`src/source/history_pkg.sv`:
```
package history_pkg;

    // one stream byte
    typedef logic [7:0] sample_t;

    // delay ring geometry
    localparam int ring_depth = 128;
    typedef logic [6:0] ring_index_t;
    localparam ring_index_t last_index = ring_index_t'(ring_depth - 1);

    // snapshot pages
    localparam int page_count = 8;
    typedef logic [2:0] page_t;

    // input FIFO slots, also the credits held after reset
    localparam int credit_count = 4;
    typedef logic [2:0] credit_t;

    // entry i comes out of reset as base + i
    localparam sample_t reset_fill_base = 8'd32;

    // cmd_restore encoding
    localparam logic cmd_kind_save    = 1'b0;
    localparam logic cmd_kind_restore = 1'b1;

endpackage

```
`src/source/delay_ring.sv`:
```
`timescale 1ns/1ps

module delay_ring
    import history_pkg::*;
(
    input  logic        clk,
    input  logic        reset,
    input  logic        accept,
    input  sample_t     in_data,
    output logic        out_valid,
    output sample_t     out_data,
    input  ring_index_t copy_addr,
    output sample_t     copy_rdata,
    input  logic        copy_we,
    input  sample_t     copy_wdata,
    input  logic        index_load,
    input  ring_index_t index_in,
    output ring_index_t index_out
);

    sample_t     entries [ring_depth];
    ring_index_t wr_index;

    assign copy_rdata = entries[copy_addr];     // combinational copy read
    assign index_out  = wr_index;

    // entry array, filled with a ramp on reset
    always_ff @(posedge clk) begin
        if (reset) begin
            for (int i = 0; i < ring_depth; i++) begin
                entries[i] <= reset_fill_base + sample_t'(i);
            end
        end else if (copy_we) begin
            entries[copy_addr] <= copy_wdata;
        end else if (accept) begin
            entries[wr_index] <= in_data;        // replaces the oldest byte
        end
    end

    always_ff @(posedge clk) begin
        if (accept) begin
            out_data <= entries[wr_index];
        end
    end

    always_ff @(posedge clk) begin
        if (reset) begin
            wr_index  <= '0;
            out_valid <= 1'b0;
        end else begin
            out_valid <= accept;
            if (index_load) begin
                wr_index <= index_in;            // restored write position
            end else if (accept) begin
                wr_index <= wr_index + 1'b1;     // wraps after 127
            end
        end
    end

endmodule

```
`config.mk`:
```
export PLATFORM = sky130hd
export DESIGN_NAME = delay_ring
export DESIGN_NICKNAME = d
export VERILOG_FILES = /design/src/source/history_pkg.sv /design/src/source/delay_ring.sv
export SDC_FILE = /design/constraint.sdc
export NUM_CORES = 2
export LEC_CHECK = 0
export BUFFER_PORTS_ARGS = -buffer_cell sky130_fd_sc_hd__buf_2
export CORE_AREA = 2 2 267 466
export CTS_BUF_LIST = sky130_fd_sc_hd__clkbuf_4 sky130_fd_sc_hd__clkbuf_8
export DETAILED_ROUTE_END_ITERATION = 10
export DIE_AREA = 0 0 269 468
export PLACE_DENSITY = 0.56
export REMOVE_ABC_BUFFERS = 1
export SLEW_MARGIN = 20
export SYNTH_ARGS = -nofsm -noshare
export SYNTH_HDL_FRONTEND = slang
export SYNTH_SLANG_ARGS = --single-unit
```
`constraint.sdc`:
```
create_clock -name clk -period 3.73 [get_ports clk]
set_input_delay 0.746 -clock clk [delete_from_list [all_inputs] [get_ports clk]]
set_output_delay 0.746 -clock clk [all_outputs]
set_load 0.1 [all_outputs]
```
# --- Word-level counts from Yosys, hierarchy flattened ---
# Memory sizes are Yosys's and may differ from the RTL's. A register that Yosys moved wholly into a read port is not among the register bits.
# Index checks and enable logic that the tools add are counted.
op_classes:
  add_sub_neg: 1
  n_mux: 17
  n_reduce_logical: 3
op_table:
  columns: ["op", "n"]
  rows:
  - ["2-to-1 mux 7 bit", 4]
  - ["2-to-1 mux 8 bit", 2]
  - ["OR reduction 8 bit", 2]
  - ["2-to-1 mux 1 bit", 11]
  - ["adder 7 x 1 -> 7 bit, second input constant", 1]
  - ["nonzero test 2 bit", 1]
totals:
  reg_bits: 8
  ram_bits: 1024
  input_bits: 35
  out_inout_bits: 24
  wordCells: 24
  memories: 1
memory_table:
  columns: ["memory", "depth", "width", "rd", "rd_clocked_by_memory_dff", "wr", "line_no", "rtl"]
  rows:
  - ["entries", 128, 8, 2, 1, 128, "delay_ring.sv:21", "sample_t entries [ring_depth];"]

# --- Logic depth before layout (Yosys ltp) ---
logic_depth:
  word_depth: 6
  depth_mapped: 10
  mapped_depth_nobuf: 6

# --- Worst setup path before layout ---
# No wires, ideal clock.
synth_path:
  kind: "input port to output port"
  from: "in copy_addr[0]"
  to: "out copy_rdata[0]"
  arrival_ps: 3442
  t_required_ps: 2984
  path_slack_ps: -458
  path_stages: 8
  n_path_buf: 3
  cell_sequence: "buf_2 buf_2 buf_1 mux4_2 mux2i_1 nand2_1 o211ai_1 nand4_1"
synth_via:
  elab_chain_cells: 1
synth_lines:
  columns: ["item", "line_no", "rtl"]
  rows:
  - ["start: declaration", "delay_ring.sv:12", "input ring_index_t copy_addr,"]
  - ["memory read (128 x 8 bit)", null, null]
  - ["end: declaration", "delay_ring.sv:13", "output sample_t copy_rdata,"]
# No other way between the ends.

# --- Final worst setup path ---
layout_path:
  from: "in copy_addr[1]"
  to: "out copy_rdata[7]"
# The elaborated chain is that of the path after synthesis.

==> run summary <==
Logic pwr share -> 0.152
DR WL/cell -> 35.8 um
Core Area -> 122000 um^2
CTS clock-pin slew for the worst setup and hold paths -> 60 ps
main combinational cell family by area after synthesis -> multiplexers
slowest stage delay, CP -> 400 ps
CP Depth -> 10
Critical path origin -> copy_addr[1]
crit path cell chain -> buf_8, buf_4, buf_12, mux4_2, mux2i_1, nand2_1, o211ai_1, nand4_1, buf_4, buf_12
Tot GR Track Use -> 0.353
most common library cell in the layout ignoring fill and taps -> edfxtp_1
vias per inst -> 6.43
status -> complete, but fails checks
Root Buffer -> clkbuf_8
Max Freq -> 247 MHz
Net Sw Frac -> 0.278
final wirelength -> 219000 um
start of the worst register-to-register path -> index_out[0]$_SDFFE_PP0P_
Fin. Hold Viols -> 0
worst r2r path cells -> 7
Critical Path Sink Type -> primary output
GRT Residual Overflow -> 0
Yosys cell types -> 60
CTS Buffer Depth -> 3
die width -> 269 um
sequential fraction of the synthesis area -> 0.572
synthesized area -> 54500 um^2
DP Wirelength -> 159000 um
row count -> 170
worst path required time -> 2980 ps
clock power share -> 0.359
FF-to-FF setup slack -> -50 ps
post-synthesis compound-gate area fraction -> 0.0366
part of the power in registers -> 0.488
Most Crowded Layer GR -> met2
Synth Area in XOR/XNOR -> 0.000804
Worst path slowest cell -> mux4_2
Overall Power -> 27500 uW
Worst Max-Slew Pin Slew -> 894 ps
hold_buf cts -> 0
DR DRC count -> 0
worst hold path type -> input pin to flop
nets@finish -> 4379
MaxCap Viol Count -> 0
Post-DP Area -> 60200 um^2
DR vias -> 39300
Starting DRT DRC Count -> 4445
number of CTS-inserted buffers -> 155
largest net degree at the start of global routing -> 121
antenna violations before repair -> 5
Final Cycle Share -> 1.09
fin crit period -> 4060 ps
Die ar. -> 126000 um^2
CTS sink cnt -> 1040
vias in the first global route -> 39700
Avg Inst Size Synth -> 13.7 um^2
register bit count reported by yosys -> 1040
first-pass GRT wire length -> 302000 um
fin area -> 64300 um^2
Crit path max-delay family -> buffers and inverters
NetSw -> 7620 uW
PortBufs -> 58
clock latency on the worst-skew pair -> 900 ps
Setup Skew -> 34.4 ps
GRT met1 Usage -> 0.367
WP data arrival -> 3310 ps
GP Congestion -> 1.03
Synth Area in Adders -> 0.000230
top_reg_cell synth -> edfxtp_1
share of layout cells above drive strength 1 -> 0.320
Peak VDD IR -> 213 uV
Die Span Y -> 468 um
Setup WS pre-CTS -> -567 ps
failing checks -> negative setup slack
Yosys warning count -> 0
commonest cells after routing, fill and taps aside -> 1032 x edfxtp_1, 707 x nor2_1, 640 x nand2_1
GRT met2 Usage -> 0.604
FFs w/ async S/R, synth -> 0
M3 GR Usage -> 0.0698
ANT nets after route -> 0
RSZ-0062 raised after global routing -> true
Synth Area in Simple Gates -> 0.131
Internal -> 19800 uW
Static Leakage -> 0.0200 uW
final number of setup-violating endpoints -> 9
Area growth, synth to finish -> 18.0%
startpoint types -> input pin
CTS H-Tree Depth -> 4
Post-synth EDFFs -> 1032
Final WS setup -> -326 ps
count of final max-slew check failures -> 0
R2R Path End -> out_data[1]$_DFFE_PP_
IO Pins -> 59
crit-path max FO -> 33
Crit Path Class -> input pin to primary output
cell area power density -> 427 nW/um^2
Initial Utilization -> 0.446
Syn Inst Count -> 3982
router iterations before antenna repair -> 6
mux share of post-synthesis cell area -> 0.234
relative slew slack -> 0.400
crit path to -> copy_rdata[7]
crit path buf inv count -> 5
CTS tree -> built
[sequential cells by signal (all words and copies together) (netlist names)]
| register | count |
|---|---|
| entries | 1024 |
| out_valid | 1 |
| index_out | 7 |
| out_data | 8 |
[power by group through the flow]
stage | clock (uW) | combinational (uW) | sequential [uW]
floorplan | 0 | 1970 | 13800
global placement | 0 | 3950 | 13600
detailed placement | 0 | 3960 | 13600
CTS | 9940 | 4030 | 13400
global route | 10300 | 4250 | 13400
finish | 9870 | 4180 | 13400
[synthesized netlist by cell type, types with 5 or more instances]
cell type / count / share of area
edfxtp_1: 1032 / 0.57
nor2_1: 710 / 0.049
nand2_1: 648 / 0.045
mux4_2: 496 / 0.20
clkbuf_1: 231 / 0.016
nand2b_1: 140 / 0.016
mux2i_1: 139 / 0.026
buf_2: 79 / 0.0073
o22ai_1: 50 / 0.0057
a211oi_1: 44 / 0.0061
a22oi_1: 44 / 0.0061
o211ai_1: 37 / 0.0051
o21ai_0: 34 / 0.0031
nand4_1: 32 / 0.0037
buf_1: 31 / 0.0021
a21oi_1: 30 / 0.0028
nor2b_1: 26 / 0.0030
nand3_1: 16 / 0.0015
nor3_1: 15 / 0.0014
nor4_2: 15 / 0.0034
mux2_2: 13 / 0.0027
a2111oi_0: 11 / 0.0018
a221oi_1: 9 / 0.0014
nor4_1: 9 / 0.0010
dfxtp_1: 8 / 0.0029
a22o_1: 6 / 0.00096
o221ai_1: 6 / 0.00096
and2_1: 5 / 0.00057
nor4_4: 5 / 0.0020
[metal layers]
| metal | part of all wire | up-vias |
|---|---|---|
| met3 | 0.079 | 778 |
| met2 | 0.51 | 2339 |
| li1 | - | 16000 |
| met5 | 0.000059 | - |
| met4 | 0.11 | 2 |
| met1 | 0.31 | 20200 |
[final cells by class]
| type | instances | area [um^2] |
|---|---|---|
| Clock buffer | 202 | 2540 |
| Inverter | 1 | 3.75 |
| Sequential cell | 1040 | 31200 |
| Multi-Input combinational cell | 2597 | 22500 |
| Clock inverter | 74 | 606 |
| Tap cell | 1634 | 2040 |
| Fill cell | 10400 | 58000 |
| Antenna cell | 8 | 20.0 |
| Timing Repair Buffer | 548 | 5400 |
[worst min-delay path by stage]
stage                                            start                         to  cells past startpoint  slack (ps)
after global routing                       index_in[1]  index_out[1]$_SDFFE_PP0P_                      3         100
after CTS                                  index_in[1]  index_out[1]$_SDFFE_PP0P_                      3           8
final                                      index_in[1]  index_out[1]$_SDFFE_PP0P_                      3          90
after floorplan           entries[35][0]$_SDFFCE_PN1P_      out_data[0]$_DFFE_PP_                      4         790
after global placement       index_out[2]$_SDFFE_PP0P_  index_out[6]$_SDFFE_PP0P_                      3         780
after detailed placement     index_out[2]$_SDFFE_PP0P_  index_out[6]$_SDFFE_PP0P_                      3         790
[kinds of logic (layout without fill, tap and decap cells)]
| group | after synthesis | in the layout |
|---|---|---|
| other cells | 0 | 8 |
| buf+inv | 345 | 825 |
| flops | 1040 | 1040 |
| simple gates | 1652 | 1652 |
| compound gates | 288 | 288 |
| mux | 651 | 651 |
| fa+ha+maj | 1 | 1 |
| xor+xnor | 5 | 5 |
[worst reg2reg max path, delay by kind of cell (launching register included)]
kind / cells / cell delay [ps]
and+or+nand+nor: 2 / 930
DFF: 1 / 600
AOI/OAI and AO/OA: 2 / 630
buffers and inverters: 2 / 690
muxes: 1 / 610
[timing repair]
| action | CTS | global route |
|---|---|---|
| gates resized for setup | 49 | 81 |
| setup buffers | 12 | 18 |
| setup endpoints to repair | 8 | 8 |
| pin swaps | 11 | 17 |
| cloned | 2 | 3 |
[stage by stage]
step / util / cells / hold WS (ps) / setup TNS (ps)
floorplan: - / 3638 / 787 / -
global placement: 0.492 / 5789 / 779 / -3110
detailed placement: 0.492 / 5789 / 789 / -2960
CTS: 0.521 / 6078 / 8.32 / -1690
global route: 0.526 / 6097 / 95.4 / -1640
finish: 0.526 / 6104 / 90.3 / -1890
Note: power is estimated with default switching activity, not from simulation.
