File: src/source/history_pkg.sv
package history_pkg;

    // one stream byte
    typedef logic [7:0] sample_t;

    // delay ring geometry
    localparam int ring_depth = 128;
    typedef logic [6:0] ring_index_t;
    localparam ring_index_t last_index = ring_index_t'(ring_depth - 1);

    // snapshot pages
    localparam int page_count = 8;
    typedef logic [2:0] page_t;

    // input FIFO slots, also the credits held after reset
    localparam int credit_count = 4;
    typedef logic [2:0] credit_t;

    // entry i comes out of reset as base + i
    localparam sample_t reset_fill_base = 8'd32;

    // cmd_restore encoding
    localparam logic cmd_kind_save    = 1'b0;
    localparam logic cmd_kind_restore = 1'b1;

endpackage

File: src/source/sample_credit_fifo.sv
`timescale 1ns/1ps

module sample_credit_fifo
    import history_pkg::*;
#(
    parameter int FIFO_DEPTH = credit_count
) (
    input  logic    clk,
    input  logic    reset,
    input  logic    in_valid,
    input  sample_t in_data,
    output logic    fifo_valid,
    output sample_t fifo_data,
    input  logic    pop,
    output logic    credit_return
);

    localparam int ptr_w   = (FIFO_DEPTH > 1) ? $clog2(FIFO_DEPTH) : 1;
    localparam int count_w = $clog2(FIFO_DEPTH + 1);
    localparam logic [count_w-1:0] full_count = count_w'(FIFO_DEPTH);
    localparam logic [ptr_w-1:0]   last_slot  = ptr_w'(FIFO_DEPTH - 1);

    sample_t            slots [FIFO_DEPTH];
    logic [ptr_w-1:0]   rd_ptr;
    logic [ptr_w-1:0]   wr_ptr;
    logic [count_w-1:0] count;
    logic               push_fire;
    logic               pop_fire;

    assign fifo_valid = (count != '0);
    assign fifo_data  = slots[rd_ptr];             // show-ahead read
    assign push_fire  = in_valid && (count != full_count);
    assign pop_fire   = pop && fifo_valid;

    always_ff @(posedge clk) begin
        if (push_fire) begin
            slots[wr_ptr] <= in_data;
        end
    end

    always_ff @(posedge clk) begin
        if (reset) begin
            rd_ptr        <= '0;
            wr_ptr        <= '0;
            count         <= '0;
            credit_return <= 1'b0;
        end else begin
            credit_return <= pop_fire;             // one credit per released byte

            if (push_fire) begin
                wr_ptr <= (wr_ptr == last_slot) ? '0 : wr_ptr + 1'b1;
            end

            if (pop_fire) begin
                rd_ptr <= (rd_ptr == last_slot) ? '0 : rd_ptr + 1'b1;
            end

            case ({push_fire, pop_fire})
                2'b10: begin
                    count <= count + 1'b1;
                end
                2'b01: begin
                    count <= count - 1'b1;
                end
                default: begin
                    count <= count;                // idle or push and pop together
                end
            endcase
        end
    end

endmodule

File: config.mk
export PLATFORM = sky130hd
export DESIGN_NAME = sample_credit_fifo
export DESIGN_NICKNAME = d
export VERILOG_FILES = /design/src/source/history_pkg.sv /design/src/source/sample_credit_fifo.sv
export SDC_FILE = /design/constraint.sdc
export NUM_CORES = 1
export LEC_CHECK = 0
export BUFFER_PORTS_ARGS = -buffer_cell sky130_fd_sc_hd__buf_4
export CAP_MARGIN = 20
export CORE_UTILIZATION = 35
export CTS_CLUSTER_SIZE = 40
export DETAILED_ROUTE_END_ITERATION = 10
export GPL_ROUTABILITY_DRIVEN = 0
export SLEW_MARGIN = 20
export SYNTH_ARGS = -nofsm -noshare
export SYNTH_HDL_FRONTEND = slang
export SYNTH_SLANG_ARGS = --single-unit
File: constraint.sdc
create_clock -name clk -period 3.6 [get_ports clk]
set_clock_uncertainty 0.05 [all_clocks]
set_input_delay 0.72 -clock clk [delete_from_list [all_inputs] [get_ports clk]]
set_output_delay 0.72 -clock clk [all_outputs]
set_load 0.03 [all_outputs]
==> Word level (Yosys, flattened, before mapping) <==
Memory sizes are Yosys's and may differ from the RTL's. A register that Yosys moved wholly into a read port is not among the register bits.
Cells that the tools add are included.
{ "classes": {"n_addsub": 4, "eq_ne": 5, "n_mux": 7, "reduce_logical": 4} }
{ "ops": {"columns": ["op", "n"], "rows": [
  ["$mux W2", 4],
  ["$eq A2 B2 Y1 const B", 3],
  ["$pmux W3 S2", 1],
  ["$add A2 B1 Y2 const B", 2],
  ["$add A3 B1 Y3 const B", 1],
  ["$ne A3 B3 Y1 const B", 1],
  ["$reduce_bool A3 Y1", 1],
  ["$sub A3 B1 Y3 const B", 1],
  ["$eq A2 B1 Y1 const B", 1],
  ["$logic_and A1 B1 Y1", 2],
  ["$mux W1", 2],
  ["$reduce_bool A2 Y1", 1]
]} }
{ "word_totals": {"register_bits": 8, "ram_bits": 32, "in_bits": 12, "output_inout_bits": 10, "elab_cells": 25, "mem_count": 1} }
{ "memory_table": {"columns": ["memory", "depth", "word_bits", "read_ports", "rd_clocked_by_memory_dff", "write_ports", "line", "rtl"], "rows": [
  ["slots", 4, 8, 1, 1, 1, "sample_credit_fifo.sv:23", "sample_t slots [FIFO_DEPTH];"]
]} }

==> Longest topological paths before layout <==
Gate-level depths: netlist of the first run.
{ "logic_depth": {"ltp_word": 4, "depth_mapped": 9, "mapped_depth_nobuf": 9} }

==> Worst setup path after synthesis of the first run <==
No wires, ideal clock.
{ "synth_timing": {"path_kind": "reg2reg", "start": "register count[2]", "end": "register count[2]", "setup_ns": 0.071, "arrival_ns": 2.109, "required_time_ns": 3.479, "path_slack_ns": 1.370, "stages_incl_launch_ff": 10, "n_path_buf": 0, "synth_period_minus_slack_ns": 2.230, "path_cell_list": "dfxtp_1 -> or3b_4 -> and2_4 -> inv_2 -> ha_1 -> inv_1 -> fa_1 -> xor2_1 -> or3_1 -> a21oi_1"} }
{ "synth_via": {"elab_chain_cells": 4, "elab_cells_between_ends": 10, "cone_classes": "add/sub (2); eq/ne (3); mux (1); reduce/logical (4)"} }
{ "synth_lines": {"columns": ["element", "line", "rtl"], "rows": [
  ["from (decl)", "sample_credit_fifo.sv:26", "logic [count_w-1:0] count;"],
  ["from (signal assigned)", "sample_credit_fifo.sv:60", "count <= count + 1'b1;"],
  ["from (signal assigned)", "sample_credit_fifo.sv:63", "count <= count - 1'b1;"],
  ["from (signal assigned)", "sample_credit_fifo.sv:66", "count <= count;"],
  ["$ne A3 B3 Y1 / $reduce_bool A3 Y1 (equally long branches)", "sample_credit_fifo.sv:32, sample_credit_fifo.sv:30", null],
  ["$logic_and A1 B1 Y1, on equally long branches", "sample_credit_fifo.sv:32, sample_credit_fifo.sv:33", null],
  ["$eq A2 B1 Y1 / $eq A2 B2 Y1 (equally long branches)", "sample_credit_fifo.sv:58", "case ({push_fire, pop_fire})"],
  ["$pmux W3 S2 / $reduce_bool A2 Y1 (equally long branches)", null, null]
]} }
Parallel ways exist; a longest one is shown, timed or not.
A chain may end at the register's enable or synchronous reset.

==> results of run 1 <==
==> per-layer routing <==
layer,vias up,share of wire
met3,4,0.052
met2,23,0.52
met1,425,0.41
met4,0,0.012
met5,-,0
li1,408,-
==> worst max-delay path, stage by stage (launching register included) <==
cell,delay [ns]
sky130_fd_sc_hd__dfxtp_1,0.67
sky130_fd_sc_hd__mux4_2,0.59
sky130_fd_sc_hd__buf_4,0.18
==> where the power goes <==
| part | internal (mW) | switching (mW) | leakage, nW |
|---|---|---|---|
| clock network | 0.156 | 0.146 | 0.0455 |
| registers | 0.591 | 0.0604 | 0.376 |
| logic | 0.192 | 0.228 | 0.307 |
| total | 0.939 | 0.434 | 0.728 |
==> cell usage in the layout, fill, tap and decap left out, types with 3 or more instances in the layout <==
cell type	Yosys	routed
sky130_fd_sc_hd__buf_4	0	21
sky130_fd_sc_hd__ha_1	6	6
sky130_fd_sc_hd__and3_1	4	4
sky130_fd_sc_hd__inv_1	6	6
sky130_fd_sc_hd__nor2_1	5	5
sky130_fd_sc_hd__a21oi_1	3	3
sky130_fd_sc_hd__edfxtp_1	32	32
sky130_fd_sc_hd__clkbuf_8	0	6
sky130_fd_sc_hd__dfxtp_1	10	10
sky130_fd_sc_hd__mux4_2	8	8
==> area by class of cell <==
cell class | instances | area [um^2] | area share
multi-input combinational | 44 | 468 | 0.238
inverter | 7 | 26.3 | 0.0134
clock buffer | 8 | 90.1 | 0.0458
tap | 52 | 65.1 | 0.0331
sequential | 42 | 1160 | 0.590
timing repair buffer | 21 | 158 | 0.0801
==> path summary, 6_finish.rpt <==
| path | end | depth (start not counted) |
|---|---|---|
| worst min-delay path | rd_ptr[0] | 2 |
| worst max register to register | count[2] | 9 |
| worst min register to register | rd_ptr[0] | 2 |
| worst max-delay path | fifo_data[2] | 2 |
==> registers in the layout, indices dropped and copies added, names as in the netlist, named ones only <==
| signal | count |
|---|---|
| count | 3 |
| credit_return | 1 |
| rd_ptr | 2 |
| slots | 32 |
| wr_ptr | 2 |
==> logic make-up (layout without fill, tap and decap cells) <==
group	count (synthesis)	in the layout
flops	42	42
simple gates	19	19
mux	10	10
buf+inv	10	36
fa+ha+maj	7	7
compound gates	6	6
xor+xnor	2	2
==> impl_metrics.toml, run 1 <==
[yosys]
synthXorXnorAreaFrac = 0.0105
yosysTopAreaCellShare = 0.576
synth.largest_area_cell = "sky130_fd_sc_hd__edfxtp_1"
synth_ff_type = "sky130_fd_sc_hd__edfxtp_1"
synthesis.nets = 115
synthTopCellsByArea = "sky130_fd_sc_hd__edfxtp_1, sky130_fd_sc_hd__dfxtp_1, sky130_fd_sc_hd__mux4_2, sky130_fd_sc_hd__ha_1, sky130_fd_sc_hd__and3_1"
synth_edf_count = 32
yosysSeqAreaShare = 0.696
yosys.cell_count.top_type = "sky130_fd_sc_hd__edfxtp_1"
postSynthAreaPerCell_um2 = 17.4
synth_top_family_by_area = "multiplexers"
synth-compound-area-share = 0.0270
yosys.area_share.simple = 0.0660
synthMuxAreaShare = 0.120
asyncSetResetFlopFracSynth = 0
synth_area_um2 = 1670
ys_warn_count = 0
synth_seq_cells = 42
cell_count_after_synthesis = 96
synthTopCellsByCount = "sky130_fd_sc_hd__edfxtp_1, sky130_fd_sc_hd__dfxtp_1, sky130_fd_sc_hd__mux4_2"
yosys.area_share.adder = 0.0570
synth.lib_cells_used.distinct = 25

[final_layout]
drive_gt1_frac = 0.336
utilization = 0.440
num-fill-cells = 404
finalNetCount = 140
diodes = 0
stdcell_count = 174
area_growth_syn_to_layout_pct = 18.0
postLayoutCellArea_um2 = 1970

[floorplanning]
initial_core_util = 0.373
chipWidth_um = 71.0
core_region_area_um2 = 4470
std_cell_rows = 24
num_io_pins = 22
dieArea_um2 = 5050
die_h_um = 71.0

[worst_setup_path]
timing.critical_path.required_ns = 2.83
worst-path-max-fanout = 8
crit-reg2reg-launch = "count[2]"
worst_setup_path_end_kind = "output port"
worst_ep_arrival_time_ns = 1.73
setup.reg_to_reg.worst_slack_ns = 1.20
crit_type = "reg2out"
setup.worst_path.start_class = "flip-flop"

[global_routing]
grt_overflow = 0
grt_pass1_vias = 924
grt_util_met1 = 0.134
pin_count_of_the_biggest_net_entering_global_routing = 13
busiest_layer = "met2"
grt_use_met2 = 0.219
groute.layer.met3.usage = 0.0527
aggregate_global_route_resource_usage = 0.126
global_route_wire_length_before_repair_mm = 4.49
number_of_antenna_violations_at_the_first_check_in_global_routing = 0

[place]
placed_area_um2 = 1880
post-place-ws_ns = 1.24
numPlacedInstances = 166
io_buffer_count = 21
dp_hpwl_mm = 1.91

[routing]
1st_iter_drt_viols = 50
route.final.wire_length_mm = 2.73
post_drt_via_cell_ratio = 4.94
routed-via-count = 860
detailedRoute.firstPassIterationCount = 10
post-route-drc-count = 1
route.detailed.wl_per_inst_um = 15.7
final_antenna_net_count = 0

[clock_tree]
clock_insertion_delay_worst_skew_ns = 0.28
cts_hold_buf = 0
cts_post_setup_buffers_inserted = 0
post_cts_resize_count = 0
cts_made_buffers = 5
cts_tree = "yes"
maximum_buffer_depth_of_the_clock_tree = 2
cts.clk_slew.worst_paths_ns = 0.07
cts_max_level = 2
clkSinkCount = 42
clock-root-buffer = "sky130_fd_sc_hd__clkbuf_8"

[flow_run]
max_cap_violations = 0

[sta]
number_of_setup_violations_in_the_final_report = 0
worst-slew-pin-transition_ns = 0.555
final_hold_violating_endpoints = 0
f_max_mhz = 400
worst_slack_ns = 1.10
final_max_slew_viol_count = 0
finalCritPeriodShare = 0.694
setup_tns_after_final_layout_ns = 0
rsz_0062_raised_after_global_routing = "false"
max-slew-margin-rel = 0.629
final.hold.worst_slack_ns = 0.453
finalCriticalPeriod_ns = 2.50

[power]
finalPower_mw = 1.37
power-per-cell-area_nw_per_um2 = 698
power.static_leakage_nw = 0.728
worst_ir_drop_vdd_mv = 0.333

[status]
run_status = "finished with violations"
violations = "DRC"

[min_path]
worstHoldPathType = "reg2reg"
worstHoldStart = "rd_ptr[0]"
Power figures use the tool's default switching activity.
==> inputs of run 2 (changes only) <==
==> constraint.sdc (replaced) <==
create_clock -name clk -period 2.26 [get_ports clk]
set_clock_uncertainty 0.05 [all_clocks]
set_input_delay 0.452 -clock clk [delete_from_list [all_inputs] [get_ports clk]]
set_output_delay 0.452 -clock clk [all_outputs]
set_load 0.03 [all_outputs]
==> run 2 against run 1 <==
The run now ends clean. Die area did not move. Utilization grew 1.3 points. Clock power rose by 51%. Non-clock buffer count is 5 higher. Sequential share of layout area down 1.6 points. Clock-buffer cell count shrank 2. Power up 64%. Cell count rose by 2.9%. Sequential cell count is the same. Combinational power is 89% higher. Via count increased by 2.2%. Hold slack worse by 0.15 ns. Largest cell class unchanged. Largest power group unchanged. Highest routed layer unchanged.
==> impl_metrics.toml, run 2 (same netlist as run 1, synthesis figures left out) <==
[routing]
routed-via-count = 879
route.detailed.wl_per_inst_um = 15.5
final_antenna_net_count = 0
post_drt_via_cell_ratio = 4.91
1st_iter_drt_viols = 49
route.final.wire_length_mm = 2.77
post-route-drc-count = 0
detailedRoute.firstPassIterationCount = 6

[global_routing]
global_route_wire_length_before_repair_mm = 4.44
grt_overflow = 0
pin_count_of_the_biggest_net_entering_global_routing = 14
number_of_antenna_violations_at_the_first_check_in_global_routing = 0
aggregate_global_route_resource_usage = 0.124
grt_pass1_vias = 928

[clock_tree]
cts.clk_slew.worst_paths_ns = 0.08
cts_made_buffers = 5
maximum_buffer_depth_of_the_clock_tree = 2
cts_post_setup_buffers_inserted = 0
clock-root-buffer = "sky130_fd_sc_hd__clkbuf_8"
clkSinkCount = 42
cts_hold_buf = 0
clock_insertion_delay_worst_skew_ns = 0.29
cts_tree = "yes"
cts_max_level = 2

[worst_setup_path]
number_of_buffer_and_inverter_instances_along_the_worst_setup_path = 2
slowest_delay_ns = 0.39
timing.critical_path.cells = "or3b_4, and2_4, inv_2, ha_4, inv_1, fa_2, xor2_1, or3_1, a21oi_1"
crit-reg2reg-launch = "count[1]"
timing.critical_path.required_ns = 2.43
r2r.worst_path.cells = 9
setup.worst_path.start_class = "flip-flop"
worst-path-max-fanout = 3
critPathTopFamily = "simple AND/OR/NAND/NOR gates"
worst_setup_path_end_kind = "flip-flop"
setup.reg_to_reg.worst_slack_ns = 0.09
r2r_path_end = "count[2]"
crit_type = "reg2reg"
critical-path-slowest-cell = "sky130_fd_sc_hd__or3b_4"
worst_ep_arrival_time_ns = 2.34

[floorplanning]
num_io_pins = 22
dieArea_um2 = 5050
die_h_um = 71.0
initial_core_util = 0.373
chipWidth_um = 71.0
std_cell_rows = 24
core_region_area_um2 = 4470

[power]
switching_share = 0.318
clock_power_share = 0.203
internal-power_mw = 1.54
worst_ir_drop_vdd_mv = 0.679
power.static_leakage_nw = 0.757
share_comb_of_total_power = 0.353
power.sequential.fraction = 0.445
total_switching_power_mw = 0.716
power-per-cell-area_nw_per_um2 = 1110

[place]
post-place-ws_ns = 0.0247
io_buffer_count = 21
dp_hpwl_mm = 1.91

[final_layout]
utilization = 0.453
finalNetCount = 145
area_growth_syn_to_layout_pct = 21.6
mostFrequentLayoutCells = "sky130_fd_sc_hd__edfxtp_1, sky130_fd_sc_hd__buf_4, sky130_fd_sc_hd__mux4_2, sky130_fd_sc_hd__dfxtp_1, sky130_fd_sc_hd__inv_1"
drive_gt1_frac = 0.402
diodes = 0
registers.top_by_ff_count = "slots"
layout.cells.most_common = "sky130_fd_sc_hd__edfxtp_1"
reg.largest.list = "slots (32), count (3)"
max_ffs_per_register = 32

[min_path]
min_delay_worst_endpoint = "slots[3][2]"
worstHoldPathType = "in2reg"
worstHoldStart = "in_data[2]"
holdPathStages = 1

[status]
run_status = "finished, final reports clean"

[sta]
final_max_slew_viol_count = 0
worst_slack_ns = 0.0948
number_of_setup_violations_in_the_final_report = 0
f_max_mhz = 462
finalCritPeriodShare = 0.958
max-slew-margin-rel = 0.684
setup_tns_after_final_layout_ns = 0
final_hold_violating_endpoints = 0
worst-slew-pin-transition_ns = 0.473
finalCriticalPeriod_ns = 2.17

[flow_run]
max_cap_violations = 0
## run 2: cell types whose count changed in the layout (fill, tap and decap cells not counted), moves of 2 or more
cell	delta
sky130_fd_sc_hd__buf_4	+4
sky130_fd_sc_hd__clkinv_2	+2
sky130_fd_sc_hd__dfxtp_1	-2
sky130_fd_sc_hd__dfxtp_2	+2
## run 2: what timing repair did
action,in CTS,in global routing
resized for setup,2,3
pin swaps,1,2
setup endpoints to repair,1,1
hold endpoints to repair,0,0
## run 2: per-stage QoR
stage | hold WS [ns] | instances | power, mW | cell area, um^2
2_1_floorplan | 0.413 | 96 | 1.51 | 1670
3_3_place_gp | 0.430 | 171 | 1.77 | 1930
3_5_place_dp | 0.451 | 171 | 1.80 | 1930
4_1_cts | 0.300 | 179 | 2.26 | 2010
5_1_grt | 0.300 | 179 | 2.39 | 2030
6_report | 0.303 | 179 | 2.25 | 2030
## run 2: per-layer routing
layer | track usage | vias to the layer above | share of wire
met5 | 0 | - | 0
met2 | 0.197 | 26 | 0.47
li1 | - | 418 | -
met3 | 0.0513 | 9 | 0.060
met1 | 0.142 | 426 | 0.45
met4 | 0.0689 | 0 | 0.029
## run 2: power groups by stage
stage | registers [mW] | clock network [mW] | logic (mW)
after CTS | 1.00 | 0.467 | 0.785
final | 1.00 | 0.456 | 0.794
after detailed placement | 1.02 | 0 | 0.778
after global routing | 1.02 | 0.498 | 0.873
after floorplan | 1.01 | 0 | 0.506
after global placement | 1.01 | 0 | 0.764
## run 2: worst max path at each step
stage,start,to,slack (ns),cells after the start
floorplan,count[2],count[2],0.03,9
global placement,count[1],count[2],0.07,9
detailed placement,count[2],count[2],0.02,9
CTS,count[1],count[2],0.02,9
global route,count[1],count[2],-0.002,9
finish,count[1],count[2],0.09,9
## run 2: final cells by class
cell class	count	area, um^2
Multi-Input combinational cell	44	483
Tap cell	52	65.1
Sequential cell	42	1160
Clock inverter	2	10.0
Inverter	7	26.3
Fill cell	405	2450
Clock buffer	6	72.6
Timing Repair Buffer	26	208
==> inputs of run 3 (changes only) <==
==> constraint.sdc (replaced) <==
create_clock -name clk -period 2.26 [get_ports clk]
set_clock_uncertainty 0.05 [all_clocks]
set_input_delay 0.226 -clock clk [delete_from_list [all_inputs] [get_ports clk]]
set_output_delay 0.226 -clock clk [all_outputs]
set_load 0.03 [all_outputs]
==> run 3 against run 2 <==
Cell count is 0.56% higher. First-iteration DRC count is 18% higher. Non-clock buffer count is 1 higher. Critical path type unchanged.
==> impl_metrics.toml, run 3 (same netlist as run 1, synthesis figures left out) <==
[power]
power-per-cell-area_nw_per_um2 = 1100
share_comb_of_total_power = 0.348
worst_ir_drop_vdd_mv = 0.604
power.sequential.fraction = 0.447
switching_share = 0.317
internal-power_mw = 1.52
power.static_leakage_nw = 0.757
total_switching_power_mw = 0.706
clock_power_share = 0.205

[clock_tree]
clkSinkCount = 42
cts_post_setup_buffers_inserted = 0
cts.clk_slew.worst_paths_ns = 0.08
cts_hold_buf = 0
clock-root-buffer = "sky130_fd_sc_hd__clkbuf_8"
clock_insertion_delay_worst_skew_ns = 0.29
cts_max_level = 2
cts_tree = "yes"
cts_made_buffers = 5
maximum_buffer_depth_of_the_clock_tree = 2

[floorplanning]
num_io_pins = 22
initial_core_util = 0.373
chipWidth_um = 71.0
std_cell_rows = 24
die_h_um = 71.0
core_region_area_um2 = 4470
dieArea_um2 = 5050

[worst_setup_path]
critical-path-slowest-cell = "sky130_fd_sc_hd__or3b_4"
crit-reg2reg-launch = "count[1]"
cp-startpoint = "count[1]"
crit_type = "reg2reg"
number_of_buffer_and_inverter_instances_along_the_worst_setup_path = 2
slowest_delay_ns = 0.39
critPathTopFamily = "simple AND/OR/NAND/NOR gates"
worst-path-max-fanout = 3
setup.worst_path.start_class = "flip-flop"
worst_setup_path_end_kind = "flip-flop"
timing.critical_path.required_ns = 2.43
worst_ep_arrival_time_ns = 2.32
timing.critical_path.cells = "or3b_4, and2_4, inv_2, ha_2, inv_1, fa_2, xor2_1, or3_1, a21oi_1"

[global_routing]
pin_count_of_the_biggest_net_entering_global_routing = 14
number_of_antenna_violations_at_the_first_check_in_global_routing = 0
grt_overflow = 0
grt_pass1_vias = 954
aggregate_global_route_resource_usage = 0.119
global_route_wire_length_before_repair_mm = 4.42

[routing]
routed-via-count = 895
route.final.wire_length_mm = 2.65
post-route-drc-count = 0
final_antenna_net_count = 0
detailedRoute.firstPassIterationCount = 6
1st_iter_drt_viols = 58
route.detailed.wl_per_inst_um = 14.7
post_drt_via_cell_ratio = 4.97

[status]
run_status = "finished, final reports clean"

[min_path]
worstHoldStart = "in_data[3]"
worstHoldPathType = "in2reg"

[place]
dp_hpwl_mm = 1.91
io_buffer_count = 21

[sta]
final_max_slew_viol_count = 0
number_of_setup_violations_in_the_final_report = 0
finalCritPeriodShare = 0.952
final_hold_violating_endpoints = 0
f_max_mhz = 465
rsz_0062_raised_after_global_routing = "false"
max-slew-margin-rel = 0.698
finalCriticalPeriod_ns = 2.15
setup_tns_after_final_layout_ns = 0
worst-slew-pin-transition_ns = 0.453

[final_layout]
diodes = 0
mostFrequentLayoutCells = "sky130_fd_sc_hd__edfxtp_1, sky130_fd_sc_hd__buf_4, sky130_fd_sc_hd__dfxtp_1"
max_ffs_per_register = 32
area_growth_syn_to_layout_pct = 20.9
drive_gt1_frac = 0.398
reg.largest.list = "slots (32), count (3)"
finalNetCount = 146
layout.cells.most_common = "sky130_fd_sc_hd__edfxtp_1"
utilization = 0.451
registers.top_by_ff_count = "slots"

[flow_run]
max_cap_violations = 0
-- run 3: changes by cell type in the layout (fill, tap and decap cells not counted) --
cell	change
sky130_fd_sc_hd__clkinv_2	-1
sky130_fd_sc_hd__ha_4	-1
sky130_fd_sc_hd__buf_12	-1
sky130_fd_sc_hd__dfxtp_2	-1
sky130_fd_sc_hd__ha_2	+1
sky130_fd_sc_hd__clkinv_4	+1
sky130_fd_sc_hd__dfxtp_1	+1
sky130_fd_sc_hd__buf_4	+2
-- run 3: per-stage QoR --
step	instance area [um^2]	setup WS, ns	hold slack [ns]	instances	total power, mW
3_5_place_dp	1920	0.0189	0.381	172	1.79
2_1_floorplan	1670	0.0299	0.275	96	1.51
4_1_cts	2010	0.00563	0.0804	180	2.25
3_3_place_gp	1920	0.0710	0.376	172	1.77
5_1_grt	2020	0.0189	0.0771	180	2.35
6_report	2020	0.108	0.0865	180	2.23
-- run 3: power by group through the flow --
stage               sequential [mW]  combinational (mW)  clock [mW]
global route                   1.01               0.838       0.502
CTS                           0.997               0.780       0.472
floorplan                      1.01               0.506           0
finish                        0.995               0.774       0.456
global placement               1.01               0.759           0
detailed placement             1.01               0.774           0
-- run 3: layer usage --
layer  up-vias  routed length, um  track usage
li1        424                  -            -
met1       444               1190        0.137
met3         6                105       0.0399
met5         -                  0            0
met2        21               1310        0.205
met4         0                 45       0.0467
-- run 3: final timing paths --
| check | endpoint | slack (ns) | depth (start not counted) |
|---|---|---|---|
| setup / recovery | count[2] | 0.11 | 9 |
| hold / removal | slots[3][3] | 0.09 | 1 |
| setup reg to reg | count[2] | 0.11 | 9 |
| hold reg to reg | rd_ptr[0] | 0.47 | 2 |
-- run 3: final cells by class --
| class | instances | area, um^2 |
|---|---|---|
| Fill cell | 413 | 2460 |
| Inverter | 7 | 26.3 |
| Sequential cell | 42 | 1160 |
| Clock inverter | 2 | 13.8 |
| Timing Repair Buffer | 27 | 203 |
| Tap cell | 52 | 65.1 |
| Clock buffer | 6 | 72.6 |
| Multi-Input combinational cell | 44 | 473 |
-- run 3: timing repair --
item | in CTS | in global routing
pin swaps | 0 | 2
setup endpoints to repair | 1 | 1
resized for setup | 1 | 2
