$ cat src/source/history_pkg.sv
package history_pkg;

    // one stream byte
    typedef logic [7:0] sample_t;

    // delay ring geometry
    localparam int ring_depth = 128;
    typedef logic [6:0] ring_index_t;
    localparam ring_index_t last_index = ring_index_t'(ring_depth - 1);

    // snapshot pages
    localparam int page_count = 8;
    typedef logic [2:0] page_t;

    // input FIFO slots, also the credits held after reset
    localparam int credit_count = 4;
    typedef logic [2:0] credit_t;

    // entry i comes out of reset as base + i
    localparam sample_t reset_fill_base = 8'd32;

    // cmd_restore encoding
    localparam logic cmd_kind_save    = 1'b0;
    localparam logic cmd_kind_restore = 1'b1;

endpackage

$ cat src/source/checkpoint_sequencer.sv
`timescale 1ns/1ps

module checkpoint_sequencer
    import history_pkg::*;
(
    input  logic        clk,
    input  logic        reset,
    input  logic        cmd_valid,
    input  logic        cmd_restore,
    input  page_t       cmd_page,
    output logic        busy,
    output logic        done,
    output logic        hold,
    output ring_index_t ring_addr,
    input  sample_t     ring_rdata,
    output logic        ring_we,
    output sample_t     ring_wdata,
    output logic        ring_index_load,
    output ring_index_t ring_index_set,
    input  ring_index_t ring_index,
    output logic        bank_we,
    output page_t       bank_page,
    output ring_index_t bank_addr,
    output sample_t     bank_wdata,
    output ring_index_t bank_index_wr,
    output page_t       bank_rd_page,
    output ring_index_t bank_rd_addr,
    input  sample_t     bank_rdata,
    input  ring_index_t bank_index_rd
);

    localparam int step_w = $bits(ring_index_t) + 1;
    localparam logic [step_w-1:0] restore_last = step_w'(ring_depth);

    localparam logic [1:0] st_idle    = 2'd0;
    localparam logic [1:0] st_save    = 2'd1;
    localparam logic [1:0] st_restore = 2'd2;

    logic [1:0]        state;
    logic [step_w-1:0] step;
    page_t             page_q;
    logic              cmd_accept;
    logic              saving;
    logic              restoring;
    ring_index_t       step_addr;
    ring_index_t       lag_addr;

    assign cmd_accept = cmd_valid && (state == st_idle);
    assign saving     = (state == st_save);
    assign restoring  = (state == st_restore);
    assign step_addr  = ring_index_t'(step);
    assign lag_addr   = ring_index_t'(step - 1'b1);   // address of the read in flight

    assign busy = (state != st_idle);
    assign hold = busy;                               // stream frozen during a copy

    // ring copy port
    assign ring_addr       = restoring ? lag_addr : step_addr;
    assign ring_we         = restoring && (step != '0);
    assign ring_wdata      = bank_rdata;
    assign ring_index_load = restoring && (step == restore_last);
    assign ring_index_set  = bank_index_rd;

    // bank ports
    assign bank_we       = saving;
    assign bank_page     = page_q;
    assign bank_addr     = step_addr;
    assign bank_wdata    = ring_rdata;
    assign bank_index_wr = ring_index;
    assign bank_rd_page  = page_q;
    assign bank_rd_addr  = step_addr;

    always_ff @(posedge clk) begin
        if (cmd_accept) begin
            page_q <= cmd_page;
        end
    end

    always_ff @(posedge clk) begin
        if (reset) begin
            state <= st_idle;
            step  <= '0;
            done  <= 1'b0;
        end else begin
            done <= 1'b0;
            case (state)
                st_idle: begin
                    step <= '0;
                    if (cmd_accept) begin
                        case (cmd_restore)
                            cmd_kind_save:    state <= st_save;
                            cmd_kind_restore: state <= st_restore;
                            default:          state <= st_idle;
                        endcase
                    end
                end
                st_save: begin
                    step <= step + 1'b1;
                    if (step_addr == last_index) begin
                        state <= st_idle;     // index stored with this entry
                        done  <= 1'b1;
                    end
                end
                st_restore: begin
                    step <= step + 1'b1;
                    if (step == restore_last) begin
                        state <= st_idle;
                        done  <= 1'b1;
                    end
                end
                default: begin
                    state <= st_idle;
                end
            endcase
        end
    end

endmodule

$ cat config.mk
export PLATFORM = sky130hd
export DESIGN_NAME = checkpoint_sequencer
export DESIGN_NICKNAME = d
export VERILOG_FILES = /design/src/source/history_pkg.sv /design/src/source/checkpoint_sequencer.sv
export SDC_FILE = /design/constraint.sdc
export NUM_CORES = 1
export LEC_CHECK = 0
export ABC_AREA = 1
export BUFFER_PORTS_ARGS = -buffer_cell sky130_fd_sc_hd__buf_2
export CAP_MARGIN = 30
export CELL_PAD_IN_SITES_DETAIL_PLACEMENT = 2
export CELL_PAD_IN_SITES_GLOBAL_PLACEMENT = 2
export CORE_MARGIN = 2
export CORE_UTILIZATION = 18
export DETAILED_ROUTE_END_ITERATION = 16
export GPL_TIMING_DRIVEN = 0
export PLACE_DENSITY_LB_ADDON = 0.1
export SLEW_MARGIN = 10
export SYNTH_ARGS = -nofsm -noshare
export SYNTH_HDL_FRONTEND = slang
export SYNTH_SLANG_ARGS = --single-unit
$ cat constraint.sdc
create_clock -name clk -period 1.6 [get_ports clk]
set_input_delay 0.08 -clock clk [delete_from_list [all_inputs] [get_ports clk]]
set_output_delay 0.08 -clock clk [all_outputs]
set_load 0.02 [all_outputs]
### Yosys cells after proc, flatten, opt, wreduce, memory -nomap -nowiden

Cells that the tools add are included.

| operators by class | value |
|---|---|
| add/subtract/negate cells | 2 |
| equal/unequal tests | 7 |
| mux-type cells | 10 |
| bitwise gates (word level) | 1 |
| reduce and logical (&&, ||, !) cells | 9 |

Operator list:

| operator | count |
|---|---|
| $pmux W8 S2 | 1 |
| $add A8 B1 Y8 const B | 1 |
| $eq A8 B8 Y1 const B | 1 |
| $reduce_bool A8 Y1 | 1 |
| $eq A7 B7 Y1 const B | 1 |
| $mux W7 | 1 |
| $sub A7 B1 Y7 const B | 1 |
| $mux W2 | 3 |
| $pmux W2 S3 | 1 |
| $ne A2 B1 Y1 const B | 2 |
| $pmux W2 S2 | 1 |
| $reduce_bool A2 Y1 | 2 |
| $logic_and A1 B1 Y1 | 3 |
| $reduce_and A3 Y1 | 1 |
| $eq A2 B1 Y1 const B | 1 |
| $eq A2 B2 Y1 const B | 1 |
| $logic_not A2 Y1 | 1 |
| $mux W1 | 2 |
| $ne A2 B2 Y1 const B | 1 |
| $pmux W1 S2 | 1 |
| $reduce_or A2 Y1 | 1 |
| $not A1 Y1 | 1 |

| storage, ports and cells | value |
|---|---|
| flip-flop bits (word level) | 14 |
| input port bits | 37 |
| output and inout bits | 63 |
| logic and storage cells | 33 |

### Depth between registers and ports, before layout

Gate-level depths: netlist (run 1).

| depth | value |
|---|---|
| depth in word-level cells | 4 |
| gate-level depth with buffers | 10 |
| gate-level depth less buffers | 10 |

### Worst setup path after synthesis (run 1)

OpenSTA, ideal clock, no wires.

| path | value |
|---|---|
| path kind | reg-to-output |
| start | register state[0] |
| end | output port ring_addr[6] |
| arrival time | 1465 ps |
| data required time | 1520 ps |
| slack | 55 ps |
| stages on the path, launching flop included | 7 |
| path buffers | 0 |
| cell sequence | dfxtp_1 -> inv_1 -> ha_1 -> nand2_1 -> nor3_1 -> nand2_1 -> xor2_1 |

| between the ends | value |
|---|---|
| longest elaborated chain between the ends | 2 |

RTL lines:

| item | line | RTL |
|---|---|---|
| start: declaration | checkpoint_sequencer.sv:39 | `logic [1:0] state;` |
| start signal: assignment | checkpoint_sequencer.sv:81 | `state <= st_idle;` |
| start signal: assignment | checkpoint_sequencer.sv:91 | `cmd_kind_save: state <= st_save;` |
| start signal: assignment | checkpoint_sequencer.sv:92 | `cmd_kind_restore: state <= st_restore;` |
| $eq A2 B2 Y1 | checkpoint_sequencer.sv:50 | `assign restoring = (state == st_restore);` |
| $mux W7 | checkpoint_sequencer.sv:58 | `assign ring_addr = restoring ? lag_addr : step_addr;` |
| end: declaration | checkpoint_sequencer.sv:14 | `output ring_index_t ring_addr,` |

Every way passes these cells.

### Worst setup path after layout (run 1)

| path | value |
|---|---|
| start | register step[0] |
| end | output port ring_addr[6] |

| between the ends | value |
|---|---|
| longest elaborated chain between the ends | 2 |

RTL lines:

| item | line | RTL |
|---|---|---|
| start: declaration | checkpoint_sequencer.sv:40 | `logic [step_w-1:0] step;` |
| start signal: assignment | checkpoint_sequencer.sv:98 | `step <= step + 1'b1;` |
| start signal: assignment | checkpoint_sequencer.sv:105 | `step <= step + 1'b1;` |
| $sub A7 B1 Y7 | checkpoint_sequencer.sv:52 | `assign lag_addr = ring_index_t'(step - 1'b1);` |
| $mux W7 | checkpoint_sequencer.sv:58 |  |

Every way passes these cells.

==> results by group, run 1 <==
Outcome
  – Status: finished, final reports clean

Drt
  – DRT Pass-1 Iters: 2
  – DRT antenna net count: 0
  – Routed via count: about 1300
  – Vias per inst: approximately 3.9
  – DRC violations left: 0
  – DRT iter0 DRCs: 28
  – Drt total wl: 3620 µm
  – Routed WL per cell: between 10 and 15 µm

Yosys
  – Syn Nets: around 210
  – Post-synthesis register bit count: 14
  – Avg Cell Area, Syn: ~7.4 µm²
  – Post-synthesis xor/xnor area fraction: ~4.3%
  – Yosys top cell area share: approximately 30%
  – Ys async rst share: 0%
  – Simple-gate portion of the synthesized area: 20.1%
  – Synth Cell Area: between 1000 and 1500 µm²
  – Synth cell count leaders: buf_4, nand2_1, inv_1
  – Sequential area share after synthesis: between 20 and 30%
  – Post-synthesis compound-gate area fraction: roughly 6.6%
  – Adder-cell share of the synthesized area: 7.13%
  – Synth area leaders: buf_4, dfxtp_1, edfxtp_1
  – Ys flop type: dfxtp_1
  – Post-synth EDFFs: 3
  – Multiplexer share of the synthesized area: 0%
  – Main combinational cell family by area after synthesis: buffers and inverters
  – Largest area contributor in the netlist: buf_4
  – Post-synth cell types: 21
  – Synth warn: 0
  – Synth Instances: approximately 170
  – Cell with the most instances after synthesis: buf_4

Place
  – DPL Wire Length: 3050 µm
  – Count of input and output buffers: 69
  – Final GP Congestion: approximately 0.67
  – DP Area: around 1700 µm²

Cells and area
  – Layout cells sized above 1: between 60% and 70%
  – Area growth syn-to-layout: 54.9%
  – N_diodes: 0
  – Layout Nets: roughly 300
  – Fin area: ~1900 µm²

Global route
  – Largest net degree at the start of global routing: 9
  – Initial antenna violation count: 0
  – Vias in the first global route: 1260
  – GRT Util Overall: a little under a tenth
  – Gr ovfl total: 0
  – First-pass GRT wire length: about 5500 µm

Die
  – Die Y-Extent: ~87 µm
  – Die Span X: 86.6 µm
  – Die Area: roughly 7500 µm²
  – Initial Utilization: 18.4%
  – Core Rows: 30
  – Io pins: 100
  – Core Region: 6680 µm²

Worst setup path
  – Crit path max-delay family: flip-flops
  – Worst Reg-to-Reg Cells: 10
  – Slowest stage cell, crit path: dfxtp_4
  – Critical path required time: 1520 ps
  – RR Startpoint: step[0]
  – Kind of critical path: reg2out
  – Reg2Reg Setup Slack: 120 ps
  – Crit-path cells: inv_4, ha_4, nand2_4, nor3_4, nand2_1, xor2_1, buf_4
  – CP endpoint kind: output port
  – R2R Path End: state[0]
  – Worst path max stage delay: 370 ps
  – CP max FO: 4
  – Critical path arrival: approximately 1400 ps
  – CP Buf/Inv Count: 2
  – CP startpoint kind: flip-flop

Timing
  – Final hold viol count: 0
  – WHS: between 10 and 15 ps
  – Slew @ Worst Pin: around 340 ps
  – Setup Skew: 8.57 ps
  – Unrepaired setup endpoints after global routing: no
  – Slew HR: between 70 and 80%
  – Part of the cycle the worst path needs: a little over nine tenths
  – Pins over their slew limit: 0
  – Final setup fails: 0
  – Period minus WS final: ~1500 ps
  – Max Fclk: 0.662 GHz

Clock tree
  – TritonCTS buffer count: 3
  – Worst-path clk slew: roughly 70 ps
  – CTS tree: built
  – Clock root buffer: clkbuf_8
  – H-tree levels: 1
  – Worst-Skew Late Latency: 250 ps
  – CTS Sinks: 14
  – Clock Tree Buf Depth: 2

Hold path
  – HP Start: cmd_page[2]
  – Hold depth: 1
  – Worst hold endpoint: bank_page[2]
  – Worst hold path type: in2reg

Pwr
  – Power per cell area: around 1200 nW/µm²
  – Maximum vdd drop: approximately 0.00027 V
  – P_leak: between 1 and 1.5 nW

Job
  – Max Cap Viol: 0
-- placed cells by master, fill, tap and decap left out, types with 2 or more instances in the layout --
cell      netlist  routed
inv_4           0       3
dfxtp_1        11       6
a211oi_1        3       3
or2_2           2       2
clkbuf_8        0       3
a31oi_1         2       2
dfxtp_4         0       3
buf_2           0      65
nor2_1         15      13
nand4_1         4       4
xor2_1          6       6
ha_1            7       3
a21oi_1         2       2
edfxtp_1        3       3
ha_4            0       2
nand2_1        23      21
nor2_4          0       3
dfxtp_2         0       2
inv_1          20      16
o21ai_1         0       2
buf_4          49      62
nand2_2         3       4
inv_2           2       3
ha_2            0       2
nand3_1         3       3
-- what timing repair did --
item / 4_1_cts / 5_1_grt
hold buffers: 1 / 0
setup buffers: 4 / 5
gates resized for setup: 14 / 25
hold endpoints to repair: 1 / 0
pin swaps: 3 / 5
setup endpoints to repair: 13 / 15
-- registers in the layout, summed over array words and instances (netlist names) --
register   count
step           8
done           1
state          2
bank_page      3
-- stage by stage --
stage / cells / power [W] / setup WS, ps / util (%) / TNS [ps]
6_report: 328 / 0.00227 / 88.6 / 28.5 / 0
2_1_floorplan: 165 / 0.00134 / 55.0 / - / 0
3_3_place_gp: 314 / 0.00171 / -151 / 25.1 / -407
5_1_grt: 328 / 0.00247 / 1.15 / 28.5 / 0
3_5_place_dp: 314 / 0.00171 / -145 / 25.1 / -410
4_1_cts: 323 / 0.00216 / -79.9 / 26.8 / -87.1
-- report_power, final --
part | internal (W) | total (W) | switching, W
clock network | 0.000170 | 0.000316 | 0.000146
registers | 0.000434 | 0.000496 | 0.0000626
logic | 0.000619 | 0.00145 | 0.000836
-- metal layers --
| layer | wire length [µm] | vias up | track usage [%] |
|---|---|---|---|
| met4 | 63 | 0 | 4.69 |
| met1 | 1500 | 579 | 11.3 |
| li1 | - | 628 | - |
| met2 | 1740 | 64 | 15.8 |
| met3 | 310 | 4 | 2.38 |
| met5 | 0 | - | 0 |
-- how the worst max path moves through the flow --
stage | end | cells past startpoint | start
final | ring_addr[6] | 7 | step[0]
after global routing | ring_addr[6] | 7 | step[0]
after CTS | ring_addr[6] | 7 | step[1]
after detailed placement | ring_addr[6] | 7 | state[0]
after global placement | ring_addr[6] | 7 | state[0]
after floorplan | ring_addr[6] | 6 | state[0]
-- cells by family (layout without fill, tap and decap cells) --
logic type,Yosys count,in the layout
AO/OA/AOI/OAI,12,12
XOR/XNOR,6,6
adder cells (fa/ha/maj),7,7
buffers and inverters,71,154
flip-flops,14,14
AND/OR/NAND/NOR,55,55
-- layout make-up --
| type | instances | area [µm²] |
|---|---|---|
| fillers | 802 | 4780 |
| multi-input cells | 80 | 543 |
| plain buffers | 49 | 368 |
| clock inverters | 1 | 3.75 |
| well taps | 80 | 100 |
| repair buffers | 79 | 433 |
| clock buffers | 3 | 41.3 |
| flip-flops and latches | 14 | 324 |
| inverters | 22 | 90.1 |
Power figures use the tool's default switching activity.
==> inputs of run 2 (changes only) <==
--- a/config.mk
+++ b/config.mk
@@ -15,6 +15,7 @@
 export DETAILED_ROUTE_END_ITERATION = 16
 export GPL_TIMING_DRIVEN = 0
 export PLACE_DENSITY_LB_ADDON = 0.1
+export REMOVE_ABC_BUFFERS = 1
 export SLEW_MARGIN = 10
 export SYNTH_ARGS = -nofsm -noshare
 export SYNTH_HDL_FRONTEND = slang
==> constraint.sdc (replaced) <==
create_clock -name clk -period 1.6 [get_ports clk]
set_input_delay 0.08 -clock clk [delete_from_list [all_inputs] [get_ports clk]]
set_output_delay 0.08 -clock clk [all_outputs]
set_load 0.1 [all_outputs]
==> results by group, run 2 (same netlist as run 1, synthesis figures left out) <==
Outcome
  – Status: finished with violations
  – Failing checks: setup timing

Timing
  – Setup TNS: -45.1 ps (-45.1 ps)
  – Slew @ Worst Pin: 496 ps (+156 ps)
  – Worst setup margin: -30.5 ps (-119 ps)
  – Period minus WS final: 1630 ps (+119 ps)
  – Part of the cycle the worst path needs: 102% (+7.4 points)
  – Final hold viol count: 0 (unchanged)
  – Final setup fails: 2 (+2)
  – Max Fclk: 0.613 GHz (-7.3%)
  – Pins over their slew limit: 0 (unchanged)
  – Slew HR: 67.2% (-10 points)
  – Setup Skew: 0.681 ps (-7.89 ps)
  – WHS: 139 ps (+127 ps)
  – Unrepaired setup endpoints after global routing: yes

Cells and area
  – N_diodes: 0 (unchanged)
  – Largest register FFs: 8 (unchanged)
  – Fin area: 1520 µm² (-20%)
  – Register with the most flip-flops: step
  – Layout cells sized above 1: 52.9% (-12 points)
  – Fillers: 784 (-2.2%)
  – Most common cell after layout, fill and taps aside: buf_2
  – Area growth syn-to-layout: 23.3%
  – Most frequent cells in the layout: buf_2, nand2_1, inv_1, buf_4, nor2_1
  – Layout Nets: 217 (-26%)

Die
  – Core Rows: 30 (unchanged)
  – Initial Utilization: 18.4% (unchanged)
  – Io pins: 100 (unchanged)
  – Core Region: 6680 µm² (unchanged)
  – Die Span X: 86.6 µm (unchanged)
  – Die Area: 7500 µm² (unchanged)
  – Die Y-Extent: 86.6 µm (unchanged)

Clock tree
  – CTS Sinks: 14 (unchanged)
  – Clock Tree Buf Depth: 2 (unchanged)
  – TritonCTS buffer count: 3 (unchanged)
  – Worst-path clk slew: 60 ps (about the same)
  – CTS tree: built
  – Clock root buffer: clkbuf_8
  – Worst-Skew Late Latency: 250 ps (about the same)
  – H-tree levels: 1 (unchanged)

Job
  – Max Cap Viol: 0 (unchanged)

Worst setup path
  – CP max FO: 4 (unchanged)
  – Critical path required time: 1520 ps (about the same)
  – Kind of critical path: reg2out
  – CP startpoint kind: flip-flop
  – CP endpoint kind: output port
  – RR Startpoint: state[0]
  – Reg2Reg Setup Slack: 50 ps (-70 ps)
  – Worst Reg-to-Reg Cells: 10 (unchanged)
  – R2R Path End: step[7]
  – Critical path arrival: 1550 ps (+120 ps)

Place
  – DP Area: 1160 µm² (-31%)
  – DPL Wire Length: 3480 µm (+14%)
  – DP Worst Slack: -485 ps (-340 ps)
  – Final GP Congestion: 0.726 (+8.0%)
  – Count of input and output buffers: 39 (-43%)

Drt
  – Routed via count: 1033 (-19%)
  – DRT antenna net count: 0 (unchanged)
  – DRT iter0 DRCs: 10 (-64%)
  – Drt total wl: 4480 µm (+24%)
  – Routed WL per cell: 17.8 µm (+61%)
  – Vias per inst: 4.10 (+5.5%)
  – DRC violations left: 0 (unchanged)
  – DRT Pass-1 Iters: 3 (+1)

Global route
  – Largest net degree at the start of global routing: 11 (+2)
  – Gr ovfl total: 0 (unchanged)
  – First-pass GRT wire length: 6400 µm (+16%)
  – Initial antenna violation count: 0 (unchanged)
  – Vias in the first global route: 1083 (-14%)
  – GRT Util Overall: 11.8% (+2.3 points)

Pwr
  – Power per cell area: 2280 nW/µm² (+92%)
  – Maximum vdd drop: 0.000802 V (+200%)
  – Total power: 0.00346 W (+53%)
  – P_leak: 0.704 nW (-32%)

Hold path
  – Hold depth: 4 (+3)
  – Worst hold path type: in2reg
  – HP Start: reset
  – Worst hold endpoint: state[1]
## run 2: changes by cell type in the layout (fill, tap and decap cells not counted), moves of 3 or more
cell	delta
nor2_2	+3
buf_6	+5
buf_4	-49
buf_12	+3
dfxtp_2	+3
buf_2	-37
## run 2: per-layer routing
metal  GRT usage, %  vias up  wire length [µm]
met5           2.10        -                 0
met4           3.41        0                57
met3           9.05        5               603
met2           16.6       66              2010
met1           13.7      488              1810
li1               -      474                 -
## run 2: layout make-up
class | instances | area (µm²) | share of cell area [%]
sequential | 14 | 324 | 21.4
multi-input combinational | 80 | 572 | 37.7
clock buffer | 4 | 45.0 | 2.97
tap | 80 | 100 | 6.61
inverter | 22 | 90.1 | 5.95
timing repair buffer | 52 | 384 | 25.4
## run 2: worst max path at each step
stage / from / to / cells after the start
2_1_floorplan: step[0] / ring_addr[1] / 3
3_3_place_gp: state[0] / ring_addr[6] / 7
3_5_place_dp: state[0] / ring_addr[6] / 7
4_1_cts: state[0] / ring_addr[6] / 7
5_1_grt: state[0] / ring_addr[5] / 7
6_report: state[0] / ring_addr[5] / 7
## run 2: repair_timing
item | in CTS | in global routing
endpoints found under the hold margin | 3 | 0
hold buffers | 3 | 0
pin swaps | 6 | 4
resized for setup | 47 | 23
setup buffers | 8 | 2
setup endpoints to repair | 13 | 12
## run 2: worst max-delay path: stages (launching register included)
cell and delay (ps):
dfxtp_2 330, inv_2 70, ha_4 160, nand4_1 140, nor2_2 160, o21ai_1 80
o21ai_1 100, buf_6 250
## run 2: power breakdown
group	switching, W	leakage, nW	total (W)	internal [W]
sequential	0.0000451	0.121	0.000475	0.000430
combinational	0.00200	0.560	0.00266	0.000669
clock	0.000144	0.0228	0.000320	0.000177
## run 2: metrics by stage
step | utilization [%] | std cells
after floorplan | - | 116
after global placement | 17.3 | 235
after detailed placement | 17.3 | 235
after CTS | 21.3 | 250
after global routing | 22.7 | 252
final | 22.7 | 252
==> inputs of run 3 (changes only) <==
--- a/config.mk
+++ b/config.mk
@@ -8,13 +8,11 @@
 export ABC_AREA = 1
 export BUFFER_PORTS_ARGS = -buffer_cell sky130_fd_sc_hd__buf_2
 export CAP_MARGIN = 30
-export CELL_PAD_IN_SITES_DETAIL_PLACEMENT = 2
-export CELL_PAD_IN_SITES_GLOBAL_PLACEMENT = 2
 export CORE_MARGIN = 2
-export CORE_UTILIZATION = 18
+export CORE_UTILIZATION = 39
 export DETAILED_ROUTE_END_ITERATION = 16
 export GPL_TIMING_DRIVEN = 0
-export PLACE_DENSITY_LB_ADDON = 0.1
+export PLACE_DENSITY = 0.8
 export REMOVE_ABC_BUFFERS = 1
 export SLEW_MARGIN = 10
 export SYNTH_ARGS = -nofsm -noshare
==> results by group, run 3 (same netlist as run 1, synthesis figures left out) <==
Outcome
  – Status: finished with violations
  – Failing checks: setup timing

Timing
  – Period minus WS final: 1640 ps (+8.00 ps)
  – Pins over their slew limit: 0 (unchanged)
  – Worst setup margin: -38.5 ps (-8.00 ps)
  – Final setup fails: 3 (+1)
  – Final hold viol count: 0 (unchanged)
  – Unrepaired setup endpoints after global routing: yes
  – Setup Skew: 4.42 ps (+3.74 ps)
  – Part of the cycle the worst path needs: 102% (+0.50 points)
  – Slew @ Worst Pin: 498 ps (+2.60 ps)
  – WHS: 94.7 ps (-44.7 ps)
  – Max Fclk: 0.610 GHz (-0.49%)
  – Slew HR: 67.0% (-0.17 points)

Place
  – Count of input and output buffers: 39 (unchanged)
  – Post-Place Cells: 199 (-15%)
  – DP Worst Slack: -318 ps (+166 ps)
  – DP Area: 1110 µm² (-3.9%)
  – Final GP Congestion: 0.858 (+18%)
  – DPL Wire Length: 2430 µm (-30%)

Drt
  – Metal-1 WL: 1290 µm (-29%)
  – DRC violations left: 0 (unchanged)
  – Drt total wl: 3530 µm (-21%)
  – Met3 routed wirelength: 625 µm (+3.6%)
  – Uppermost layer routed: met4
  – Met2 WL: 1540 µm (-23%)
  – DRT Pass-1 Iters: 4 (+1)
  – Vias per inst: 4.92 (+20%)
  – DRT iter0 DRCs: 29 (+19)
  – DRT antenna net count: 0 (unchanged)
  – Routed via count: 1068 (+3.4%)
  – Routed WL per cell: 16.3 µm (-8.5%)

Die
  – Core Region: 3030 µm² (-55%)
  – Die Y-Extent: 60.1 µm (-31%)
  – Io pins: 100 (unchanged)
  – Die Area: 3620 µm² (-52%)
  – Die Span X: 60.1 µm (-31%)
  – Core Rows: 20 (-33%)
  – Initial Utilization: 40.6% (+22 points)

Cells and area
  – Fillers: 268 (-66%)
  – Area of the multi-input gates: 584 µm² (+2.2%)
  – Most frequent cells in the layout: buf_2, nand2_1, inv_1, buf_4, nor2_1
  – Most common cell after layout, fill and taps aside: buf_2
  – Fin area: 1480 µm² (-2.6%)
  – Layout cells sized above 1: 53.2% (+0.27 points)
  – Layout Nets: 218 (+0.46%)
  – N_diodes: 0 (unchanged)
  – Area growth syn-to-layout: 20.2%
  – Non-Filler Instances: 217 (-14%)
  – Register with the most flip-flops: step
  – Reg area: 327 µm² (+0.77%)
  – Largest register FFs: 8 (unchanged)

Worst setup path
  – R2R Path End: step[5]
  – CP startpoint kind: flip-flop
  – CP endpoint kind: output port
  – CP max FO: 4 (unchanged)
  – Critical path required time: 1520 ps (about the same)
  – Kind of critical path: reg2out
  – Worst Reg-to-Reg Cells: 6 (-4)
  – Reg2Reg Setup Slack: 120 ps (+70 ps)
  – Critical path arrival: 1560 ps (about the same)
  – RR Startpoint: state[0]

Clock tree
  – H-tree levels: 1 (unchanged)
  – Worst-Skew Late Latency: 280 ps (+30 ps)
  – Clock root buffer: clkbuf_4
  – CTS Sinks: 14 (unchanged)
  – Clock Tree Buf Depth: 2 (unchanged)
  – TritonCTS buffer count: 3 (unchanged)
  – CTS tree: built
  – Worst-path clk slew: 90 ps (+30 ps)

Hold path
  – HP Start: reset
  – Worst hold endpoint: state[1]
  – Hold depth: 4 (unchanged)
  – Worst hold path type: in2reg

Pwr
  – P_leak: 0.698 nW (-0.87%)
  – Maximum vdd drop: 0.00141 V (+76%)
  – Total power: 0.00335 W (-3.2%)
  – Power per cell area: 2270 nW/µm² (-0.64%)

Global route
  – First-pass GRT wire length: 4820 µm (-25%)
  – Largest net degree at the start of global routing: 11 (unchanged)
  – GRT Util Overall: 19.0% (+7.2 points)
  – Vias in the first global route: 935 (-14%)
  – Initial antenna violation count: 0 (unchanged)
  – Gr ovfl total: 0 (unchanged)

Job
  – Max Cap Viol: 0 (unchanged)
run 3: cell count changes in the layout (fill, tap and decap cells not counted), sizes merged:
cell and delta:
buf +1
run 3: worst max-delay path by stage:
| stage | startpoint | end | slack (ps) |
|---|---|---|---|
| after global routing | state[0] | ring_addr[5] | -170 |
| after floorplan | step[0] | ring_addr[1] | -2920 |
| after detailed placement | state[0] | ring_addr[6] | -320 |
| final | step[1] | ring_addr[6] | -40 |
| after global placement | state[0] | ring_addr[6] | -300 |
| after CTS | step[1] | ring_addr[6] | -70 |
run 3: what timing repair did:
action	4_1_cts	5_1_grt
buffers inserted	10	1
hold buffers	3	0
endpoints found under the setup margin	9	16
gates resized for setup	42	32
hold endpoints to repair	3	0
pin swaps	6	5
run 3: layer usage:
layer	global-route usage (%)	vias up
li1	-	480
met4	6.03	0
met5	7.94	-
met3	17.3	8
met2	25.9	89
met1	20.4	491
run 3: worst max-delay path, stage by stage (launching register included):
cell     delay (ps)
dfxtp_4         360
inv_4            70
ha_4            140
nand2_4          60
nor3_4          140
nand2_1          90
xor2_1          170
buf_6           250
run 3: final cells by class:
type / instances / area share [%]
clock buffers: 4 / 1.78
inverters: 22 / 6.27
multi-input cells: 80 / 39.6
flip-flops and latches: 14 / 22.1
well taps: 44 / 3.73
repair buffers: 53 / 26.5
run 3: power by group:
group          switching, W  internal, W  total (W)
registers         0.0000404     0.000427   0.000467
logic               0.00199     0.000680    0.00267
clock network      0.000117    0.0000966   0.000214
run 3: per-stage QoR:
stage	utilization (%)	setup TNS, ps
after global placement	36.7	-708
after detailed placement	36.7	-791
after CTS	44.8	-88.0
after global routing	48.8	-671
final	48.8	-107
after floorplan	-	-33550
